`src/cpu16_pkg.sv`:
```
package cpu16_pkg;

	// Datapath widths
	localparam int word_w = 16;
	localparam int reg_aw = 4;
	// Both memories hold 256 words
	localparam int mem_aw = 8;

	// Opcodes
	localparam logic [3:0] op_add  = 4'h0;
	localparam logic [3:0] op_addz = 4'h1;
	localparam logic [3:0] op_sub  = 4'h2;
	localparam logic [3:0] op_and  = 4'h3;
	localparam logic [3:0] op_nor  = 4'h4;
	localparam logic [3:0] op_sll  = 4'h5;
	localparam logic [3:0] op_srl  = 4'h6;
	localparam logic [3:0] op_sra  = 4'h7;
	localparam logic [3:0] op_lw   = 4'h8;
	localparam logic [3:0] op_sw   = 4'h9;
	localparam logic [3:0] op_lhb  = 4'hA;
	localparam logic [3:0] op_llb  = 4'hB;
	// Control flow group, executed as no-ops
	localparam logic [3:0] op_b    = 4'hC;
	localparam logic [3:0] op_jal  = 4'hD;
	localparam logic [3:0] op_jr   = 4'hE;
	localparam logic [3:0] op_hlt  = 4'hF;

	// Instruction field positions
	localparam int op_hi   = 15;
	localparam int op_lo   = 12;
	localparam int rd_hi   = 11;
	localparam int rd_lo   = 8;
	localparam int rs_hi   = 7;
	localparam int rs_lo   = 4;
	// Also the imm4 field
	localparam int rt_hi   = 3;
	localparam int rt_lo   = 0;
	localparam int imm8_hi = 7;
	localparam int imm8_lo = 0;

	// Bubble word
	localparam logic [word_w-1:0] nop_instr = {op_b, 12'h000};

	// Load-use stall FSM
	typedef enum logic [1:0] {
		st_start,
		st_no_stall,
		st_stall,
		st_unused
	} stall_state_t;

	// ALU operations
	typedef enum logic [2:0] {
		alu_add,
		alu_sub,
		alu_and,
		alu_nor,
		alu_sll,
		alu_srl,
		alu_sra,
		alu_pass
	} alu_op_t;

endpackage
```
`src/stall_logic.sv`:
```
module stall_logic (
	input  logic                          clk,
	input  logic                          rst_n,
	input  logic [cpu16_pkg::word_w-1:0]  instr,
	output logic                          stall
);

	logic [cpu16_pkg::word_w-1:0] curr_instr;
	logic [cpu16_pkg::word_w-1:0] prev_instr;
	cpu16_pkg::stall_state_t state;
	cpu16_pkg::stall_state_t next_state;
	logic [3:0] curr_op;
	logic [3:0] prev_op;
	logic [cpu16_pkg::reg_aw-1:0] curr_src1;
	logic [cpu16_pkg::reg_aw-1:0] curr_src2;
	logic [cpu16_pkg::reg_aw-1:0] curr_src_sw;
	logic [cpu16_pkg::reg_aw-1:0] prev_dest;
	logic two_sources;
	logic one_source;
	logic store_source;
	logic hazard;

	// Curr tracks decode, prev tracks execute
	always_ff @(posedge clk or negedge rst_n) begin
		if (!rst_n) begin
			curr_instr <= cpu16_pkg::nop_instr;
			prev_instr <= cpu16_pkg::nop_instr;
		end else begin
			curr_instr <= instr;
			prev_instr <= curr_instr;
		end
	end

	// Field split
	assign curr_op     = curr_instr[cpu16_pkg::op_hi:cpu16_pkg::op_lo];
	assign curr_src1   = curr_instr[cpu16_pkg::rs_hi:cpu16_pkg::rs_lo];
	assign curr_src2   = curr_instr[cpu16_pkg::rt_hi:cpu16_pkg::rt_lo];
	assign curr_src_sw = curr_instr[cpu16_pkg::rd_hi:cpu16_pkg::rd_lo];
	assign prev_op     = prev_instr[cpu16_pkg::op_hi:cpu16_pkg::op_lo];
	assign prev_dest   = prev_instr[cpu16_pkg::rd_hi:cpu16_pkg::rd_lo];

	// Which register fields the decode instruction reads
	assign two_sources = (curr_op == cpu16_pkg::op_add) || (curr_op == cpu16_pkg::op_addz) ||
		(curr_op == cpu16_pkg::op_sub) || (curr_op == cpu16_pkg::op_and) ||
		(curr_op == cpu16_pkg::op_nor);
	assign one_source = (curr_op == cpu16_pkg::op_sll) || (curr_op == cpu16_pkg::op_srl) ||
		(curr_op == cpu16_pkg::op_sra) || (curr_op == cpu16_pkg::op_lw);
	// sw reads its data register from rd
	assign store_source = curr_op == cpu16_pkg::op_sw;

	// Load followed by a reader of its destination
	assign hazard = (prev_op == cpu16_pkg::op_lw) &&
		((two_sources && ((prev_dest == curr_src1) || (prev_dest == curr_src2))) ||
		(one_source && (prev_dest == curr_src1)) ||
		(store_source && (prev_dest == curr_src_sw)));

	always_ff @(posedge clk or negedge rst_n) begin
		if (!rst_n) begin
			state <= cpu16_pkg::st_start;
		end else begin
			state <= next_state;
		end
	end

	// One stall cycle per hazard
	always_comb begin
		next_state = cpu16_pkg::st_start;
		stall      = 1'b0;
		case (state)
			// Shift register fills during this cycle
			cpu16_pkg::st_start: next_state = cpu16_pkg::st_no_stall;
			cpu16_pkg::st_no_stall: begin
				if (hazard) begin
					next_state = cpu16_pkg::st_stall;
					stall      = 1'b1;
				end else begin
					next_state = cpu16_pkg::st_no_stall;
				end
			end
			// Pair still holds the squashed slot, hazard ignored
			cpu16_pkg::st_stall: next_state = cpu16_pkg::st_no_stall;
			cpu16_pkg::st_unused: next_state = cpu16_pkg::st_start;
			default: next_state = cpu16_pkg::st_start;
		endcase
	end

endmodule

```
`config.mk`:
```
export PLATFORM = sky130hd
export DESIGN_NAME = stall_logic
export DESIGN_NICKNAME = d
export VERILOG_FILES = /design/src/cpu16_pkg.sv /design/src/stall_logic.sv
export SDC_FILE = /design/constraint.sdc
export NUM_CORES = 1
export LEC_CHECK = 0
export ABC_AREA = 1
export BUFFER_PORTS_ARGS = -buffer_cell sky130_fd_sc_hd__buf_2
export CORE_MARGIN = 3
export CORE_UTILIZATION = 55
export DETAILED_ROUTE_END_ITERATION = 10
export PLACE_DENSITY = 0.88
export SYNTH_ARGS = -nofsm -noshare
export SYNTH_HDL_FRONTEND = slang
export SYNTH_SLANG_ARGS = --single-unit
```
`constraint.sdc`:
```
create_clock -name clk -period 2.29 [get_ports clk]
set_clock_uncertainty 0.1 [all_clocks]
set_input_delay 0.458 -clock clk [delete_from_list [all_inputs] [get_ports clk]]
set_output_delay 0.458 -clock clk [all_outputs]
set_load 0.01 [all_outputs]
```
==> results.sh, run 1 <==
export IMPL_worst_path_buf_inv=1
export IMPL_grt_util_all_layers_pct=14.3
export IMPL_tightest_slew_ps=536
export IMPL_htreeDepth=1
export IMPL_rows=14
export IMPL_cp_end_kind="output pin"
export IMPL_finalSetupTns_ps=0
export IMPL_root_buffer="clkbuf_4"
export IMPL_clock_fmax_mhz=461
export IMPL_final_layout_size_suffix_gt1_share_pct=35.2
export IMPL_remaining_drc_errors=0
export IMPL_num_antenna_cells=0
export IMPL_path_cells="nand2_1, nor3_1, nand3_2, nand2_1, nand2_1, nor2_2, buf_2"
export IMPL_dieHeight_um=47.6
export IMPL_synth_edf_count=0
export IMPL_setup_viol=0
export IMPL_syn_area_per_cell_um2=11.1
export IMPL_overflow=0
export IMPL_clk_insertion_delay_late_ps=310
export IMPL_max_stage_delay_ps=580
export IMPL_cts_buffers=3
export IMPL_slew_headroom_pct=64.2
export IMPL_initial_core_util_pct=60.5
export IMPL_leakage_nw=0.584
export IMPL_portBuffers=18
export IMPL_failed_checks="negative hold slack"
export IMPL_synth_top_area_share_pct=57.7
export IMPL_wirelength_um=1370
export IMPL_antenna_left=0
export IMPL_drv_cap=0
export IMPL_critical_path_arrival_ps=1610
export IMPL_peakVddDrop_v=0.000534
export IMPL_post_drt_wl_per_cell_um=11.0
export IMPL_yosys_warnings=0
export IMPL_vias=582
export IMPL_ys_ff_latch=26
export IMPL_powerDensity_mw_per_mm2=772
export IMPL_cts_setup_buffers=0
export IMPL_syn_inst=86
export IMPL_rsz0062_at_grt="true"
export IMPL_dieArea_mm2=0.00227
export IMPL_path_clk_slew_ps=130
export IMPL_place_gp_congestion=0.715
export IMPL_crit_path_max_fanout=4
export IMPL_ios=19
export IMPL_grt_pass1_vias=521
export IMPL_ys_types=15
export IMPL_critPathLaunchType="flip-flop"
export IMPL_finalCritPeriodShare_pct=94.8
export IMPL_timing_hold_ws_ps=-4.01
export IMPL_syn_to_final_growth_pct=17.3
export IMPL_crit_slowest_cell="dfstp_2"
export IMPL_grt_max_degree=27
export IMPL_async_reset_ff_share_pct=100
export IMPL_synth_yosys_seq_area_share_pct=68.8
export IMPL_slew_violations=0
export IMPL_cp_top_family="flip-flops"
export IMPL_crit_required_ps=1730
export IMPL_final_core_util_pct=71.0
export IMPL_final_nets=127
export IMPL_dr_pass1_iters=4
export IMPL_synth_most_common_cell="dfrtp_1"
export IMPL_drt_iter0_drc=6
export IMPL_netlist_top_cells_count="dfrtp_1 (22), nand2_1 (21), inv_1 (9), nor2_1 (9), xor2_1 (6)"
export IMPL_cts_num_sinks=26
export IMPL_critical_path_class="flip-flop to output pin"
export IMPL_hold_path_class="input port to async pin"
export IMPL_die_x_um=47.6
export IMPL_synth_flop_cell="dfrtp_1"
export IMPL_antenna_found_initial=0
export IMPL_crit_top_cell="nand2_1"
export IMPL_clockBufferDepth=2
export IMPL_grt_pass1_wl_um=2110
export IMPL_avgViaCountPerCell=4.69
export IMPL_status="complete, but fails checks"
export IMPL_syn_nets=104
export IMPL_min_period_ps=2170
export IMPL_core_mm2=0.00158
export IMPL_hold_viol=6
export IMPL_cts_tree="done"
export IMPL_synth_area_leaders="dfrtp_1 (58%), dfstp_2 (11%), nand2_1 (8.3%)"
export IMPL_yosysTopAreaCell="dfrtp_1"
export IMPL_synthesis_area_um2=953
==> state kept, by name (all words and copies together) (netlist names) <==
signal	cells
curr_instr	16
prev_instr	8
state	2
==> cells in the final DEF (no fill, tap or decap), types with 3 or more instances in the layout <==
cell type	n
nor2_1	9
nor2_2	4
buf_2	18
dfstp_2	4
clkbuf_4	3
inv_1	9
dfrtp_1	20
inv_2	3
xor2_1	6
nand2_1	21
==> cell families (layout without fill, tap and decap cells) <==
kind of cell    after synthesis  in the layout  share of synthesized area (%)
flops                        26             26                           68.8
buf+inv                      12             34                           4.72
compound gates                2              2                           1.31
simple gates                 40             40                           19.7
xor+xnor                      6              6                           5.51
==> what timing repair did <==
action	4_1_cts	5_1_grt
setup endpoints to repair	0	1
hold buffers	0	0
resized for setup	0	2
==> worst paths after layout <==
| path | startpoint | to | slack [ps] | cells past startpoint |
|---|---|---|---|---|
| setup reg to reg | curr_instr[14] | state[0] | 940 | 8 |
| min in group clk | instr[15] | curr_instr[15] | 120 | 1 |
| max in group asynchronous | rst_n | prev_instr[9] | 1710 | 1 |
| setup / recovery | curr_instr[15] | stall | 120 | 7 |
| hold / removal | rst_n | prev_instr[13] | -4 | 1 |
| hold reg to reg | curr_instr[14] | prev_instr[14] | 290 | 0 |
==> metal layers <==
| metal | track usage [%] | part of all wire, % | up-vias |
|---|---|---|---|
| met3 | 9.02 | 5.6 | 0 |
| met2 | 23.0 | 54 | 11 |
| met1 | 17.0 | 40 | 271 |
| met5 | 0 | 0 | - |
| li1 | - | - | 300 |
| met4 | 1.61 | 0 | 0 |
==> where the power goes <==
group	total (mW)	internal, mW	leakage (nW)	switching [mW]
logic	0.0571	0.0260	0.260	0.0311
registers	0.500	0.484	0.296	0.0162
clock network	0.306	0.177	0.0279	0.129
total	0.863	0.687	0.584	0.176
==> worst reg2reg max path: stages, from the launching register on <==
cell and delay [ps]:
dfstp_2 580, inv_1 40, nor2_1 120, nor2_2 40, nand3_1 60, nand2_1 50
nand2_1 50, nand2_1 60, a21oi_1 170
==> stage by stage <==
step	std cells	power, mW	instance area [µm²]	setup WS [ps]
6_report	124	0.863	1120	119
3_5_place_dp	120	0.567	1060	476
3_3_place_gp	120	0.563	1060	507
5_1_grt	124	0.904	1120	-38.6
4_1_cts	124	0.875	1120	93.3
2_1_floorplan	86	0.536	953	644
==> area by class of cell <==
type,count,area [µm²]
flip-flops and latches,26,658
fillers,115,458
multi-input cells,48,253
repair buffers,18,90.1
inverters,12,45.0
clock inverters,1,30.0
clock buffers,3,22.5
well taps,16,20.0
No activity file was read; power rests on OpenSTA's default activity.
==> run 2: changes to the inputs <==
--- a/config.mk
+++ b/config.mk
@@ -8,9 +8,10 @@
 export ABC_AREA = 1
 export BUFFER_PORTS_ARGS = -buffer_cell sky130_fd_sc_hd__buf_2
 export CORE_MARGIN = 3
-export CORE_UTILIZATION = 55
+export CORE_UTILIZATION = 51
 export DETAILED_ROUTE_END_ITERATION = 10
-export PLACE_DENSITY = 0.88
+export MAX_ROUTING_LAYER = met4
+export PLACE_DENSITY = 0.83
 export SYNTH_ARGS = -nofsm -noshare
 export SYNTH_HDL_FRONTEND = slang
 export SYNTH_SLANG_ARGS = --single-unit
==> constraint.sdc (replaced) <==
create_clock -name clk -period 2.38 [get_ports clk]
set_clock_uncertainty 0.1 [all_clocks]
set_input_delay 0.476 -clock clk [delete_from_list [all_inputs] [get_ports clk]]
set_output_delay 0.476 -clock clk [all_outputs]
set_load 0.01 [all_outputs]
==> run 2 against run 1 <==
The flow now finishes without violations. Register-to-register slack better by 120 ps. First-iteration DRC count fell by 17%. Die area up 6.8%. Count of clock-buffer cells in the layout grew 1. Worst setup slack better by 88 ps. Worst hold slack improved by 30 ps. Sequential cell count unchanged. Global-route usage grew 0.47 points. Non-clock buffer count did not move. Sequential power fell by 4%. Critical endpoint unchanged. Highest routed layer is now met4.
==> results.sh, run 2 (synthesis gave the netlist of run 1 again) <==
export IMPL_path_cells="nand2_1, nor3_1, nand3_2, nand2_1, nand2_1, nor2_2, buf_2"
export IMPL_cts_num_sinks=26
export IMPL_largest_register_ffs=16
export IMPL_r2r_end="state[1]"
export IMPL_placedInstanceArea_mm2=0.00107
export IMPL_critical_path_arrival_ps=1600
export IMPL_cts_setup_buffers=0
export IMPL_dieHeight_um=49.2
export IMPL_final_cell_mix="dfrtp_1 (22), nand2_1 (21), buf_2 (18), inv_1 (9), nor2_1 (9)"
export IMPL_drv_cap=0
export IMPL_max_stage_delay_ps=580
export IMPL_crit_path_max_fanout=4
export IMPL_final_common_cell="dfrtp_1"
export IMPL_ios=19
export IMPL_top_regs="curr_instr x16, prev_instr x8, state x2"
export IMPL_place_hpwl_um=1090
export IMPL_critical_path_startpoint="curr_instr[15]"
export IMPL_antenna_left=0
export IMPL_grt_pass1_wl_um=2670
export IMPL_vias=612
export IMPL_tightest_slew_ps=537
export IMPL_endpoint="stall"
export IMPL_powerDensity_mw_per_mm2=675
export IMPL_grt_max_degree=27
export IMPL_rsz0062_at_grt="false"
export IMPL_r2r_setup_slack_ps=1060
export IMPL_num_antenna_cells=0
export IMPL_grt_pass1_vias=666
export IMPL_finalCritPeriodShare_pct=91.3
export IMPL_reg2reg_from="curr_instr[14]"
export IMPL_clockBufferDepth=2
export IMPL_crit_top_cell="nand2_1"
export IMPL_cp_end_kind="output pin"
export IMPL_crit_slowest_cell="dfstp_2"
export IMPL_cp_top_family="flip-flops"
export IMPL_min_period_ps=2170
export IMPL_path_clk_slew_ps=130
export IMPL_rows=14
export IMPL_avgViaCountPerCell=4.64
export IMPL_slew_headroom_pct=64.2
export IMPL_peakVddDrop_v=0.000438
export IMPL_postLayoutCellArea_mm2=0.00111
export IMPL_antenna_found_initial=0
export IMPL_portBuffers=18
export IMPL_crit_required_ps=1800
export IMPL_dieArea_mm2=0.00242
export IMPL_regMostFlops="curr_instr"
export IMPL_final_core_util_pct=68.1
export IMPL_drt_iter0_drc=5
export IMPL_cts_buffers=3
export IMPL_final_layout_size_suffix_gt1_share_pct=33.3
export IMPL_die_x_um=49.2
export IMPL_overflow=0
export IMPL_core_mm2=0.00163
export IMPL_setup_viol=0
export IMPL_final_nets=127
export IMPL_initial_core_util_pct=58.5
export IMPL_post_drt_wl_per_cell_um=10.9
export IMPL_clock_fmax_mhz=460
export IMPL_leakage_nw=0.579
export IMPL_ctsHoldBuffers=0
export IMPL_finalSetupTns_ps=0
export IMPL_place_gp_congestion=0.794
export IMPL_syn_to_final_growth_pct=16.4
export IMPL_dr_pass1_iters=4
export IMPL_worst_path_buf_inv=1
export IMPL_remaining_drc_errors=0
export IMPL_slew_violations=0
export IMPL_status="completed"
export IMPL_clk_insertion_delay_late_ps=310
export IMPL_hold_path_class="input port to async pin"
export IMPL_wirelength_um=1440
export IMPL_hold_viol=0
export IMPL_htreeDepth=1
export IMPL_cts_resized_gates=0
export IMPL_grt_util_all_layers_pct=14.8
export IMPL_root_buffer="clkbuf_4"
export IMPL_cts_tree="done"
export IMPL_critPathLaunchType="flip-flop"
export IMPL_rr_worst_depth=9
export IMPL_critical_path_class="flip-flop to output pin"
export IMPL_cp_depth=7
==> run 2: through the flow <==
| step | hold slack (ps) | setup slack (ps) | power [mW] | std cells |
|---|---|---|---|---|
| 2_1_floorplan | 80.4 | 716 | 0.516 | 86 |
| 3_3_place_gp | 270 | 609 | 0.542 | 128 |
| 3_5_place_dp | 279 | 553 | 0.546 | 128 |
| 4_1_cts | 35.7 | 194 | 0.758 | 132 |
| 5_1_grt | 49.8 | 68.6 | 0.787 | 132 |
| 6_report | 26.1 | 206 | 0.749 | 132 |
==> run 2: final cells by class <==
| cell class | instances | area (µm²) |
|---|---|---|
| Sequential cell | 26 | 656 |
| Fill cell | 127 | 519 |
| Multi-Input combinational cell | 48 | 253 |
| Timing Repair Buffer | 18 | 90.1 |
| Inverter | 12 | 45.0 |
| Clock buffer | 4 | 36.3 |
| Tap cell | 24 | 30.0 |
==> run 2: power breakdown <==
| group | switching [mW] | leakage, nW | internal, mW | total, mW |
|---|---|---|---|---|
| clock network | 0.119 | 0.0210 | 0.0933 | 0.212 |
| registers | 0.0161 | 0.298 | 0.465 | 0.482 |
| logic | 0.0302 | 0.260 | 0.0250 | 0.0552 |
==> run 2: worst min-delay path by stage <==
stage	start	end	slack, ps
2_1_floorplan	rst_n	curr_instr[0]	80
3_3_place_gp	curr_instr[15]	prev_instr[15]	270
3_5_place_dp	curr_instr[15]	prev_instr[15]	280
4_1_cts	rst_n	curr_instr[2]	40
5_1_grt	rst_n	curr_instr[10]	50
6_report	rst_n	curr_instr[6]	30
==> run 2: per-layer routing <==
| metal | share of wire, % | vias to the layer above | GRT usage, % |
|---|---|---|---|
| met5 | 0 | - | - |
| met4 | 1.2 | 0 | 6.16 |
| met3 | 4.5 | 4 | 2.45 |
| met2 | 56 | 15 | 27.0 |
| met1 | 38 | 292 | 15.5 |
| li1 | - | 301 | - |
==> run 3: changes to the inputs <==
--- a/config.mk
+++ b/config.mk
@@ -8,10 +8,10 @@
 export ABC_AREA = 1
 export BUFFER_PORTS_ARGS = -buffer_cell sky130_fd_sc_hd__buf_2
 export CORE_MARGIN = 3
-export CORE_UTILIZATION = 51
+export CORE_UTILIZATION = 46
 export DETAILED_ROUTE_END_ITERATION = 10
 export MAX_ROUTING_LAYER = met4
-export PLACE_DENSITY = 0.83
+export PLACE_DENSITY = 0.79
 export SYNTH_ARGS = -nofsm -noshare
 export SYNTH_HDL_FRONTEND = slang
 export SYNTH_SLANG_ARGS = --single-unit
==> constraint.sdc (replaced) <==
create_clock -name clk -period 1.85 [get_ports clk]
set_clock_uncertainty 0.1 [all_clocks]
set_input_delay 0.37 -clock clk [delete_from_list [all_inputs] [get_ports clk]]
set_output_delay 0.37 -clock clk [all_outputs]
set_load 0.01 [all_outputs]
==> run 3 against run 2 <==
The flow now finishes with violations (negative setup slack). Worst setup slack got worse by 420 ps. Total power increased by 43%. First-iteration DRC count increased by 40%. Combinational power increased by 35%. Critical path depth increased by 2. Core utilization decreased by 4.9 points.
==> results.sh, run 3 (synthesis gave the netlist of run 1 again) <==
export IMPL_reg2reg_from="curr_instr[14]"
export IMPL_ios=19
export IMPL_final_nets=129
export IMPL_portBuffers=18
export IMPL_min_period_ps=2060
export IMPL_leakage_nw=0.596
export IMPL_final_common_cell="dfrtp_1"
export IMPL_syn_to_final_growth_pct=21.9
export IMPL_crit_path_max_fanout=4
export IMPL_dr_pass1_iters=4
export IMPL_final_cell_mix="dfrtp_1 (20), nand2_1 (19), buf_2 (18), inv_1 (9), nor2_1 (9)"
export IMPL_critical_path_class="flip-flop to output pin"
export IMPL_critical_path_arrival_ps=1590
export IMPL_fin_total_pwr_mw=1.07
export IMPL_rr_worst_depth=10
export IMPL_hp_start="instr[15]"
export IMPL_critical_path_startpoint="prev_instr[10]"
export IMPL_path_cells="xor2_1, nor2_1, nand2_1, nand2_1, nand2_1, nand2_2, nand2_2, nor2_2, buf_2"
export IMPL_tightest_slew_ps=519
export IMPL_slew_headroom_pct=65.4
export IMPL_hold_path_class="input port to flip-flop"
export IMPL_rsz0062_at_grt="true"
export IMPL_grt_busiest_layer="met2"
export IMPL_vias=597
export IMPL_die_x_um=51.5
export IMPL_critPathLaunchType="flip-flop"
export IMPL_wirelength_um=1420
export IMPL_num_antenna_cells=0
export IMPL_grt_pass1_wl_um=2390
export IMPL_layout_setup_ws_ps=-211
export IMPL_use_met1_pct=13.4
export IMPL_cp_end_kind="output pin"
export IMPL_clock_fmax_mhz=485
export IMPL_max_stage_delay_ps=460
export IMPL_dp_cells=129
export IMPL_grt_max_degree=27
export IMPL_grtUsageMet3_pct=2.58
export IMPL_clockBufferDepth=2
export IMPL_grt_pass1_vias=600
export IMPL_powerDensity_mw_per_mm2=919
export IMPL_finalCritPeriodShare_pct=111
export IMPL_largest_register_ffs=16
export IMPL_internal_power_mw=0.853
export IMPL_r2r_end="state[1]"
export IMPL_crit_slowest_cell="dfrtp_2"
export IMPL_avgViaCountPerCell=4.42
export IMPL_top_regs="curr_instr x16, prev_instr x8, state x2"
export IMPL_cts_tree="done"
export IMPL_rows=15
export IMPL_post_drt_wl_per_cell_um=10.5
export IMPL_core_mm2=0.00184
export IMPL_failed_checks="negative setup slack"
export IMPL_met2_usage_pct=22.7
export IMPL_combPwrFrac_pct=7.0
export IMPL_regMostFlops="curr_instr"
export IMPL_cts_buffers=3
export IMPL_power_share_clock_pct=34.9
export IMPL_status="complete, but fails checks"
export IMPL_place_gp_congestion=0.812
export IMPL_cts_num_sinks=26
export IMPL_seqPwrFrac_pct=58.1
export IMPL_final_layout_size_suffix_gt1_share_pct=39.1
export IMPL_overflow=0
export IMPL_netSwitchingFraction_pct=20.1
export IMPL_r2r_setup_slack_ps=410
export IMPL_switching_power_mw=0.215
export IMPL_htreeDepth=1
export IMPL_hold_viol=0
export IMPL_crit_required_ps=1380
export IMPL_remaining_drc_errors=0
export IMPL_dieHeight_um=51.5
export IMPL_drt_iter0_drc=7
export IMPL_place_ws_ps=107
export IMPL_grt_util_all_layers_pct=13.0
export IMPL_min_to="curr_instr[15]"
export IMPL_path_clk_slew_ps=130
export IMPL_timing_hold_ws_ps=37.8
export IMPL_slew_violations=0
export IMPL_peakVddDrop_v=0.000601
export IMPL_antenna_left=0
export IMPL_place_hpwl_um=1080
export IMPL_instances_no_fill=135
export IMPL_worstHoldPathCells=1
export IMPL_antenna_found_initial=0
export IMPL_drv_cap=0
export IMPL_initial_core_util_pct=51.8
export IMPL_dieArea_mm2=0.00265
export IMPL_crit_top_cell="nand2_1"
export IMPL_clk_insertion_delay_late_ps=310
export IMPL_root_buffer="clkbuf_4"
export IMPL_setup_viol=1
run 3: cell types whose count changed in the layout (fill, tap and decap cells not counted), sizes merged:
cell,before,now
dlygate4sd3,0,1
bufinv,0,1
clkbuf,4,3
buf,18,19
run 3: layer usage:
metal	vias up	routed length [µm]
met4	0	31
met5	-	0
li1	305	-
met1	273	539
met2	15	785
met3	4	60
run 3: layout make-up:
type | count | area (µm²)
inverter | 12 | 45.0
sequential | 26 | 658
clock buffer | 3 | 22.5
tap | 25 | 31.3
clock inverter | 1 | 30.0
fill | 157 | 677
timing repair buffer | 20 | 108
multi-input combinational | 48 | 268
run 3: worst max-delay path by stage:
| stage | endpoint | slack (ps) |
|---|---|---|
| 2_1_floorplan | stall | 290 |
| 3_3_place_gp | stall | 160 |
| 3_5_place_dp | stall | 110 |
| 4_1_cts | stall | -250 |
| 5_1_grt | stall | -330 |
| 6_report | stall | -210 |
run 3: repair_timing:
action	CTS	global route
gates cloned	0	0
pin swaps	0	2
setup buffers	0	1
hold endpoints to repair	22	0
hold buffers	1	0
gates resized for setup	2	4
setup endpoints to repair	1	1
run 3: power groups by stage:
| stage | sequential [mW] | combinational (mW) | clock [mW] |
|---|---|---|---|
| final | 0.620 | 0.0746 | 0.373 |
| after CTS | 0.620 | 0.0747 | 0.382 |
| after detailed placement | 0.630 | 0.0721 | 0 |
| after global routing | 0.624 | 0.0874 | 0.410 |
| after floorplan | 0.625 | 0.0382 | 0 |
| after global placement | 0.628 | 0.0691 | 0 |
run 3: critical path, delay by kind of cell (launching register included):
kind | cells | cell delay, ps
buf+inv | 1 | 140
xor+xnor | 1 | 150
simple gates | 7 | 540
flops | 1 | 460
run 3: per-stage QoR:
stage / util [%] / setup TNS (ps) / instance area (µm²)
after detailed placement: 58.4 / 0 / 1070
after global routing: 63.2 / -328 / 1160
final: 63.2 / -211 / 1160
after CTS: 62.1 / -255 / 1140
after floorplan: - / 0 / 953
after global placement: 58.4 / 0 / 1070
